===== config.mk =====
export PLATFORM = sky130hd
export DESIGN_NAME = obs_top
export DESIGN_NICKNAME = d
export VERILOG_FILES = /design/src/obs_pkg.sv /design/src/obs_busy_counters.sv /design/src/obs_csr.sv /design/src/obs_rearrange.sv /design/src/obs_select.sv /design/src/obs_top.sv
export VERILOG_INCLUDE_DIRS = /design/src /design/src/include
export SDC_FILE = /design/constraint.sdc
export NUM_CORES = 1
export LEC_CHECK = 0
export ABC_AREA = 1
export BUFFER_PORTS_ARGS = -buffer_cell sky130_fd_sc_hd__buf_2
export CAP_MARGIN = 20
export CORE_ASPECT_RATIO = 0.5
export CORE_UTILIZATION = 50
export DETAILED_ROUTE_END_ITERATION = 6
export PLACE_DENSITY = 0.65
export SYNTH_ARGS = -nofsm -noshare
export SYNTH_HDL_FRONTEND = slang
export SYNTH_SLANG_ARGS = --single-unit

===== constraint.sdc =====
create_clock -name i_clk -period 3.15 [get_ports i_clk]
set_clock_uncertainty 0.15 [all_clocks]
set_input_delay 0.1575 -clock i_clk [delete_from_list [all_inputs] [get_ports i_clk]]
set_output_delay 0.1575 -clock i_clk [all_outputs]
set_load 0.02 [all_outputs]

===== src/include/obs_defines.svh =====
`ifndef OBS_DEFINES_SVH
`define OBS_DEFINES_SVH

// Observed devices and their state encoding
`define OBS_NUM_DEV   8
`define OBS_STATE_W   2

// Debug bus and bit map
`define OBS_DW        16
`define OBS_IDX_W     4
`define OBS_THR_W     8
`define OBS_CNT_W     16

// Register port
`define OBS_ADDR_W    4
`define OBS_REG_CTRL  0
`define OBS_REG_SW    1
`define OBS_REG_MAP0  2
`define OBS_REG_MAP1  3
`define OBS_REG_MAP2  4
`define OBS_REG_MAP3  5
`define OBS_REG_STATE 6
`define OBS_REG_THR   7
`define OBS_REG_CNT0  8

`endif


===== src/obs_pkg.sv =====
`include "obs_defines.svh"

package obs_pkg;

  // Per-device state as reported by each processing device
  typedef enum logic [`OBS_STATE_W-1:0] {
    DEV_IDLE  = 2'd0,
    DEV_CFG   = 2'd1,
    DEV_EXEC  = 2'd2,
    DEV_STALL = 2'd3
  } dev_state_t;

  // Debug view selection, codes 5 to 7 fall back to the software word
  typedef enum logic [2:0] {
    OBS_SW       = 3'd0,
    OBS_IDLE     = 3'd1,
    OBS_BUSY     = 3'd2,
    OBS_STATE    = 3'd3,
    OBS_THROTTLE = 3'd4
  } obs_mode_t;

  // Also used for the packed state vector, device k at bits 2k+1:2k
  typedef logic [`OBS_DW-1:0] obs_word_t;

  typedef logic [`OBS_IDX_W-1:0] map_idx_t;

  typedef logic [`OBS_THR_W-1:0] thr_t;

  typedef logic [`OBS_CNT_W-1:0] cnt_t;

  typedef logic [`OBS_DW-1:0] csr_data_t;

endpackage


===== src/obs_busy_counters.sv =====
`include "obs_defines.svh"

module obs_busy_counters (
  input  logic                              i_clk,
  input  logic                              i_rst_n,

  input  obs_pkg::obs_word_t                i_dev_state,
  input  logic [`OBS_NUM_DEV-1:0]           i_clr,

  output obs_pkg::cnt_t [`OBS_NUM_DEV-1:0]  o_cnt
);

  obs_pkg::cnt_t [`OBS_NUM_DEV-1:0] cnt_q;
  logic [`OBS_NUM_DEV-1:0]          dev_exec;

  always_comb begin
    for (int unsigned k = 0; k < `OBS_NUM_DEV; k++) begin
      dev_exec[k] = (i_dev_state[`OBS_STATE_W*k +: `OBS_STATE_W] == obs_pkg::DEV_EXEC);
    end
  end

  //////////////////////////////
  // Saturating counters
  //////////////////////////////

  // Clear has priority over counting
  always_ff @(posedge i_clk or negedge i_rst_n) begin
    if (!i_rst_n) begin
      cnt_q <= '0;
    end else begin
      for (int unsigned k = 0; k < `OBS_NUM_DEV; k++) begin
        if (i_clr[k]) begin
          cnt_q[k] <= '0;
        end else if (dev_exec[k] && (cnt_q[k] != '1)) begin
          cnt_q[k] <= cnt_q[k] + obs_pkg::cnt_t'(1);
        end
      end
    end
  end

  assign o_cnt = cnt_q;

  for (genvar k = 0; k < `OBS_NUM_DEV; k++) begin : g_chk
    // Only a clear from the register file may pull a count down
    a_cnt_mono: assert property (@(posedge i_clk) disable iff (!i_rst_n)
      (cnt_q[k] < $past(cnt_q[k])) |-> $past(i_clr[k]));
  end

endmodule


===== src/obs_csr.sv =====
`include "obs_defines.svh"

module obs_csr (
  input  logic                                   i_clk,
  input  logic                                   i_rst_n,

  input  logic [`OBS_ADDR_W-1:0]                 i_csr_addr,
  input  obs_pkg::csr_data_t                     i_csr_wdata,
  input  logic                                   i_csr_wr,
  input  logic                                   i_csr_rd,

  input  obs_pkg::obs_word_t                     i_state_q,
  input  obs_pkg::thr_t                          i_thr_q,
  input  obs_pkg::cnt_t [`OBS_NUM_DEV-1:0]       i_cnt,

  output obs_pkg::csr_data_t                     o_csr_rdata,
  output obs_pkg::obs_mode_t                     o_mode,
  output obs_pkg::obs_word_t                     o_sw_word,
  output obs_pkg::map_idx_t [`OBS_DW-1:0]        o_map,
  output logic [`OBS_NUM_DEV-1:0]                o_cnt_clr
);

  localparam int unsigned MapPerReg = `OBS_DW / `OBS_IDX_W;

  obs_pkg::obs_mode_t                  mode_q;
  obs_pkg::obs_word_t                  sw_word_q;
  obs_pkg::map_idx_t [`OBS_DW-1:0]     map_q;
  logic [`OBS_NUM_DEV-1:0]             cnt_clr_q;
  obs_pkg::csr_data_t                  rd_mux;
  obs_pkg::csr_data_t                  rdata_q;

  // Map group 0..3 for addresses MAP0..MAP3
  logic [1:0]                          map_grp;
  logic [$clog2(`OBS_NUM_DEV)-1:0]     cnt_idx;
  logic                                cnt_sel;

  always_comb begin
    map_grp = 2'(i_csr_addr - `OBS_ADDR_W'(`OBS_REG_MAP0));
    cnt_idx = $clog2(`OBS_NUM_DEV)'(i_csr_addr - `OBS_ADDR_W'(`OBS_REG_CNT0));
    cnt_sel = (i_csr_addr >= `OBS_ADDR_W'(`OBS_REG_CNT0));
  end

  //////////////////////////////
  // Write decode
  //////////////////////////////

  always_ff @(posedge i_clk or negedge i_rst_n) begin
    if (!i_rst_n) begin
      mode_q    <= obs_pkg::OBS_SW;
      sw_word_q <= '0;
      // Identity map
      for (int unsigned i = 0; i < `OBS_DW; i++) begin
        map_q[i] <= obs_pkg::map_idx_t'(i);
      end
    end else if (i_csr_wr) begin
      case (i_csr_addr)
        `OBS_ADDR_W'(`OBS_REG_CTRL): mode_q <= obs_pkg::obs_mode_t'(i_csr_wdata[2:0]);
        `OBS_ADDR_W'(`OBS_REG_SW):   sw_word_q <= i_csr_wdata;
        `OBS_ADDR_W'(`OBS_REG_MAP0),
        `OBS_ADDR_W'(`OBS_REG_MAP1),
        `OBS_ADDR_W'(`OBS_REG_MAP2),
        `OBS_ADDR_W'(`OBS_REG_MAP3): begin
          for (int unsigned j = 0; j < MapPerReg; j++) begin
            map_q[MapPerReg * map_grp + j] <= i_csr_wdata[`OBS_IDX_W*j +: `OBS_IDX_W];
          end
        end
        default: ;
      endcase
    end
  end

  // One-cycle clear pulse per counter write
  always_ff @(posedge i_clk or negedge i_rst_n) begin
    if (!i_rst_n) begin
      cnt_clr_q <= '0;
    end else begin
      cnt_clr_q <= '0;
      if (i_csr_wr && cnt_sel) begin
        cnt_clr_q[cnt_idx] <= 1'b1;
      end
    end
  end

  //////////////////////////////
  // Read mux
  //////////////////////////////

  always_comb begin
    rd_mux = '0;
    case (i_csr_addr)
      `OBS_ADDR_W'(`OBS_REG_CTRL): rd_mux[2:0] = mode_q;
      `OBS_ADDR_W'(`OBS_REG_SW):   rd_mux = sw_word_q;
      `OBS_ADDR_W'(`OBS_REG_MAP0),
      `OBS_ADDR_W'(`OBS_REG_MAP1),
      `OBS_ADDR_W'(`OBS_REG_MAP2),
      `OBS_ADDR_W'(`OBS_REG_MAP3): begin
        for (int unsigned j = 0; j < MapPerReg; j++) begin
          rd_mux[`OBS_IDX_W*j +: `OBS_IDX_W] = map_q[MapPerReg * map_grp + j];
        end
      end
      `OBS_ADDR_W'(`OBS_REG_STATE): rd_mux = i_state_q;
      `OBS_ADDR_W'(`OBS_REG_THR):   rd_mux[`OBS_THR_W-1:0] = i_thr_q;
      default:                      rd_mux = i_cnt[cnt_idx];
    endcase
  end

  // Read data holds until the next read
  always_ff @(posedge i_clk or negedge i_rst_n) begin
    if (!i_rst_n) begin
      rdata_q <= '0;
    end else if (i_csr_rd) begin
      rdata_q <= rd_mux;
    end
  end

  assign o_csr_rdata = rdata_q;
  assign o_mode      = mode_q;
  assign o_sw_word   = sw_word_q;
  assign o_map       = map_q;
  assign o_cnt_clr   = cnt_clr_q;

  // Port carries either a read or a write per cycle
  a_no_rd_wr: assert property (@(posedge i_clk) disable iff (!i_rst_n)
    !(i_csr_wr && i_csr_rd));

endmodule


===== src/obs_rearrange.sv =====
`include "obs_defines.svh"

module obs_rearrange (
  input  logic                            i_clk,
  input  logic                            i_rst_n,

  input  obs_pkg::obs_word_t              i_sel_q,
  input  obs_pkg::map_idx_t [`OBS_DW-1:0] i_map,

  output obs_pkg::obs_word_t              o_obs
);

  obs_pkg::obs_word_t rearr;
  obs_pkg::obs_word_t obs_q;

  // Output bit i picks input bit map[i], duplicates allowed
  always_comb begin
    for (int unsigned i = 0; i < `OBS_DW; i++) begin
      rearr[i] = i_sel_q[i_map[i]];
    end
  end

  //////////////////////////////
  // Debug bus flops
  //////////////////////////////

  always_ff @(posedge i_clk or negedge i_rst_n) begin
    if (!i_rst_n) begin
      obs_q <= '0;
    end else begin
      obs_q <= rearr;
    end
  end

  assign o_obs = obs_q;

endmodule


===== src/obs_select.sv =====
`include "obs_defines.svh"

module obs_select (
  input  logic               i_clk,
  input  logic               i_rst_n,

  input  obs_pkg::obs_mode_t i_mode,
  input  obs_pkg::obs_word_t i_sw_word,
  input  obs_pkg::obs_word_t i_dev_state,
  input  obs_pkg::thr_t      i_throttle,

  output obs_pkg::obs_word_t o_sel_q,
  output obs_pkg::obs_word_t o_state_q,
  output obs_pkg::thr_t      o_thr_q
);

  logic [`OBS_NUM_DEV-1:0] dev_idle;
  logic [`OBS_NUM_DEV-1:0] dev_exec;
  logic [`OBS_NUM_DEV-1:0] dev_stall;

  obs_pkg::obs_word_t      sel;
  obs_pkg::obs_word_t      sel_q;
  obs_pkg::obs_word_t      state_q;
  obs_pkg::thr_t           thr_q;

  // Decode per-device state flags
  always_comb begin
    for (int unsigned k = 0; k < `OBS_NUM_DEV; k++) begin
      dev_idle[k]  = (i_dev_state[`OBS_STATE_W*k +: `OBS_STATE_W] == obs_pkg::DEV_IDLE);
      dev_exec[k]  = (i_dev_state[`OBS_STATE_W*k +: `OBS_STATE_W] == obs_pkg::DEV_EXEC);
      dev_stall[k] = (i_dev_state[`OBS_STATE_W*k +: `OBS_STATE_W] == obs_pkg::DEV_STALL);
    end
  end

  //////////////////////////////
  // View mux
  //////////////////////////////

  always_comb begin
    sel = '0;
    case (i_mode)
      obs_pkg::OBS_IDLE: begin
        sel[`OBS_NUM_DEV-1:0]           = dev_idle;
        sel[`OBS_DW-1:`OBS_NUM_DEV]     = dev_stall;
      end
      obs_pkg::OBS_BUSY: begin
        sel[`OBS_NUM_DEV-1:0]           = dev_exec;
        sel[`OBS_DW-1:`OBS_NUM_DEV]     = i_throttle;
      end
      obs_pkg::OBS_STATE: begin
        sel = i_dev_state;
      end
      obs_pkg::OBS_THROTTLE: begin
        sel[0]             = i_sw_word[0];
        sel[`OBS_THR_W:1]  = i_throttle;
      end
      // OBS_SW and the unused codes
      default: begin
        sel = i_sw_word;
      end
    endcase
  end

  // Stage one flops, view plus readback snapshot
  always_ff @(posedge i_clk or negedge i_rst_n) begin
    if (!i_rst_n) begin
      sel_q   <= '0;
      state_q <= '0;
      thr_q   <= '0;
    end else begin
      sel_q   <= sel;
      state_q <= i_dev_state;
      thr_q   <= i_throttle;
    end
  end

  assign o_sel_q   = sel_q;
  assign o_state_q = state_q;
  assign o_thr_q   = thr_q;

  a_sel_known: assert property (@(posedge i_clk) disable iff (!i_rst_n)
    !$isunknown(o_sel_q));

endmodule


===== src/obs_top.sv =====
`include "obs_defines.svh"

module obs_top (
  input  logic                    i_clk,
  input  logic                    i_rst_n,

  input  obs_pkg::obs_word_t      i_dev_state,
  input  obs_pkg::thr_t           i_throttle,

  input  logic [`OBS_ADDR_W-1:0]  i_csr_addr,
  input  obs_pkg::csr_data_t      i_csr_wdata,
  input  logic                    i_csr_wr,
  input  logic                    i_csr_rd,
  output obs_pkg::csr_data_t      o_csr_rdata,

  output obs_pkg::obs_word_t      o_obs
);

  obs_pkg::obs_mode_t                  mode;
  obs_pkg::obs_word_t                  sw_word;
  obs_pkg::map_idx_t [`OBS_DW-1:0]     map;
  obs_pkg::obs_word_t                  sel_q;
  obs_pkg::obs_word_t                  state_q;
  obs_pkg::thr_t                       thr_q;
  obs_pkg::cnt_t [`OBS_NUM_DEV-1:0]    cnt;
  logic [`OBS_NUM_DEV-1:0]             cnt_clr;

  obs_csr u_csr (
    .i_clk       (i_clk),
    .i_rst_n     (i_rst_n),
    .i_csr_addr  (i_csr_addr),
    .i_csr_wdata (i_csr_wdata),
    .i_csr_wr    (i_csr_wr),
    .i_csr_rd    (i_csr_rd),
    .i_state_q   (state_q),
    .i_thr_q     (thr_q),
    .i_cnt       (cnt),
    .o_csr_rdata (o_csr_rdata),
    .o_mode      (mode),
    .o_sw_word   (sw_word),
    .o_map       (map),
    .o_cnt_clr   (cnt_clr)
  );

  // Stage one
  obs_select u_select (
    .i_clk       (i_clk),
    .i_rst_n     (i_rst_n),
    .i_mode      (mode),
    .i_sw_word   (sw_word),
    .i_dev_state (i_dev_state),
    .i_throttle  (i_throttle),
    .o_sel_q     (sel_q),
    .o_state_q   (state_q),
    .o_thr_q     (thr_q)
  );

  // Stage two
  obs_rearrange u_rearrange (
    .i_clk   (i_clk),
    .i_rst_n (i_rst_n),
    .i_sel_q (sel_q),
    .i_map   (map),
    .o_obs   (o_obs)
  );

  obs_busy_counters u_busy_counters (
    .i_clk       (i_clk),
    .i_rst_n     (i_rst_n),
    .i_dev_state (i_dev_state),
    .i_clr       (cnt_clr),
    .o_cnt       (cnt)
  );

endmodule


==> impl_metrics.env <==
export IMPL_status="finished, violations left"
export IMPL_violations="DRC"
export IMPL_wl_per_cell_um=19.0
export IMPL_die_w_um=274
export IMPL_synth_top_area_share_pct=34.9
export IMPL_core_rowCount=49
export IMPL_final_setup_viol_count=0
export IMPL_drt_antenna_violating_nets=0
export IMPL_max_freq_ghz=0.367
export IMPL_worst_setup_path_start_kind="input port"
export IMPL_cp_required_ns=3.53
export IMPL_h_tree_depth=1
export IMPL_die_area_sq_mm=0.0379
export IMPL_critPathKind="input port to register"
export IMPL_area_delta_synth_final_pct=10.6
export IMPL_route_detailed_drc=3
export IMPL_ios=80
export IMPL_layout_nets=2833
export IMPL_routed_wl_mm=62.4
export IMPL_ys_seq_area_share_pct=39.5
export IMPL_p_per_area_mw_per_mm2=623
export IMPL_start_util_pct=51.2
export IMPL_grtUsageTotal_pct=32.8
export IMPL_antenna_found_initial=1
export IMPL_cp_startpoint="i_csr_addr[0]"
export IMPL_r2r_slack_ns=0.93
export IMPL_cp_arrival_ns=3.11
export IMPL_p_total_mw=12.8
export IMPL_grt_max_degree=100
export IMPL_nFillCells=3519
export IMPL_syn_area_per_cell_sq_um=6.75
export IMPL_post_drt_via_cell_ratio=5.68
export IMPL_grt_pass1_wl_mm=97.4
export IMPL_cts_made_buffers=28
export IMPL_slew_headroom_pct=35.9
export IMPL_ys_types=41
export IMPL_cts_sinks=291
export IMPL_finalHoldViolations=0
export IMPL_fin_crit_ns=2.73
export IMPL_async_flop_share_pct=100
export IMPL_cts_tree="done"
export IMPL_fin_tns_setup_ns=0
export IMPL_io_buffers=79
export IMPL_synth_area_sq_mm=0.0186
export IMPL_synth_edf_count=0
export IMPL_rsz0062_at_grt="false"
export IMPL_dr_pass1_iters=7
export IMPL_cp_end_kind="register"
export IMPL_core_sq_mm=0.0362
export IMPL_die_y_um=138
export IMPL_report_final_slew_viol_count=0
export IMPL_place_hpwl_mm=44.2
export IMPL_min_path_type="input port to async pin"
export IMPL_cap_violations=0
export IMPL_syn_inst=2747
export IMPL_worst_pin_slew_ns=0.962
export IMPL_cts_root_buf="clkbuf_16"
export IMPL_synth_seq_cells=291
export IMPL_synth_area_leaders="dfrtp_1, nand2_1, nand3_1, nor2_1, dfstp_2"
export IMPL_yosys_warnings=0
export IMPL_r2r_start="u_busy_counters.o_cnt[0]"
export IMPL_cp_max_fo=33
export IMPL_post_cts_buffers=0
export IMPL_synth_largest_area_cell="dfrtp_1"
export IMPL_vdd_drop_max_mv=0.342
export IMPL_drive_gt1_share_pct=8.40
export IMPL_synth_ff_type="dfrtp_1"
export IMPL_first_iter_violations=2366
export IMPL_place_ws_ns=0.819
export IMPL_overflow=0
export IMPL_gp_congestion=0.985
export IMPL_clk_pin_slew_ns=0.07
export IMPL_fin_crit_sh_pct=86.6
export IMPL_vias=18662
export IMPL_leakagePower_nw=9.39
export IMPL_synth_nets=2803
export IMPL_clock_latency_ns=0.59
export IMPL_fin_ws_ns=0.422
export IMPL_clockBufferDepth=3
export IMPL_grt_pass1_vias=16632
## critical path, cell delays in order
cell	delay [ns]
dlygate4sd3_1	0.54
buf_4	0.36
nand2_1	0.13
nor2_1	0.70
nand2_1	0.24
nand3_1	0.16
nor2_1	0.05
nand2_1	0.07
nand2_1	0.04
dlygate4sd3_1	0.57
nand2_1	0.06
## layout make-up
cell class | count | area, sq um | share of cell area [%]
Clock buffer | 36 | 792 | 3.86
Sequential cell | 291 | 7320 | 35.7
Tap cell | 484 | 606 | 2.95
Clock inverter | 16 | 166 | 0.811
Timing Repair Buffer | 147 | 1090 | 5.30
Inverter | 206 | 779 | 3.80
Multi-Input combinational cell | 2103 | 9770 | 47.6
Antenna cell | 1 | 2.50 | 0.0122
## placed cells by master, fill, tap and decap left out, types with 4 or more instances in the layout
cell type        n
clkbuf_16       29
nor2_2           9
ha_1             8
nand2_1        947
xor2_1          29
inv_1          194
clkbuf_8         4
nand2_2         11
inv_2            8
o21a_1           4
nor3_1          12
a21oi_1         76
nand4_1         79
buf_2           77
nor2_1         264
o21ai_0        168
dlygate4sd3_1   48
nor2_4          13
buf_12           4
nand3b_1        10
xnor2_1          7
clkinv_2        12
o22ai_1          4
o2111ai_1        4
o211ai_1        67
nand3_1        285
dfstp_2         32
o21bai_1        18
dfrtp_1        259
o21ai_1         72
buf_4           17
## cell families (layout without fill, tap and decap cells)
| family | count (synthesis) | in the layout | share of synthesized area, % |
|---|---|---|---|
| flops | 291 | 291 | 39.5 |
| other cells | 0 | 1 | 0 |
| simple gates | 1637 | 1637 | 37.5 |
| buf+inv | 353 | 405 | 7.86 |
| xor+xnor | 36 | 36 | 1.70 |
| fa+ha+maj | 8 | 8 | 0.540 |
| compound gates | 422 | 422 | 12.9 |
## per-layer routing
metal,wire [um],up-vias,global-route usage [%]
met2,27100,789,49.6
met1,28100,8707,48.7
li1,-,9040,-
met4,2180,0,10.0
met5,0,-,0
met3,4960,126,4.50
## worst paths after layout
kind                                         endpoint  cells after the start
setup reg to reg             u_busy_counters.o_cnt[6]                      8
hold reg to reg            u_busy_counters.o_cnt[104]                      1
min in group i_clk             u_select.o_state_q[14]                      2
hold / removal                        u_csr.o_map[14]                      2
setup / recovery                 u_csr.o_csr_rdata[6]                     11
max in group asynchronous   u_busy_counters.o_cnt[41]                      3
## cell usage after synthesis, types with 9 or more instances
| library cell | count |
|---|---|
| a21oi_1 | 76 |
| buf_2 | 39 |
| buf_4 | 11 |
| clkbuf_1 | 87 |
| dfrtp_1 | 259 |
| dfstp_2 | 32 |
| inv_1 | 194 |
| nand2_1 | 947 |
| nand2_2 | 11 |
| nand3_1 | 285 |
| nand3b_1 | 10 |
| nand4_1 | 79 |
| nor2_1 | 264 |
| nor2_2 | 9 |
| nor2_4 | 13 |
| nor3_1 | 12 |
| o211ai_1 | 67 |
| o21ai_0 | 168 |
| o21ai_1 | 72 |
| o21bai_1 | 18 |
| xor2_1 | 29 |
## power by group
part | total (mW) | internal, mW | switching [mW]
clock network | 3.62 | 2.02 | 1.60
logic | 3.43 | 1.23 | 2.20
registers | 5.74 | 4.49 | 1.25
## per-stage QoR
stage,area (sq um),hold WS (ns),util [%],std cells
after floorplan,18600,-0.288,-,2747
after global placement,19100,0.108,52.7,3183
after detailed placement,19100,0.111,52.7,3183
after CTS,20500,0.0721,56.6,3283
after global routing,20500,0.111,56.7,3284
final,20500,0.0816,56.7,3284
## sequential cells by signal, indices dropped and copies added (netlist names)
register               flops
u_select.o_thr_q           8
u_csr.o_csr_rdata         16
u_csr.o_mode               3
u_busy_counters.o_cnt    128
u_csr.o_cnt_clr            8
u_select.o_sel_q          16
u_rearrange.o_obs         16
u_csr.o_map               64
u_csr.o_sw_word           16
u_select.o_state_q        16
## what timing repair did
item,CTS,global route
hold buffers,48,0
endpoints found under the setup margin,0,0
gates resized for setup,0,0
endpoints found under the hold margin,244,0
Power figures use the tool's default switching activity.
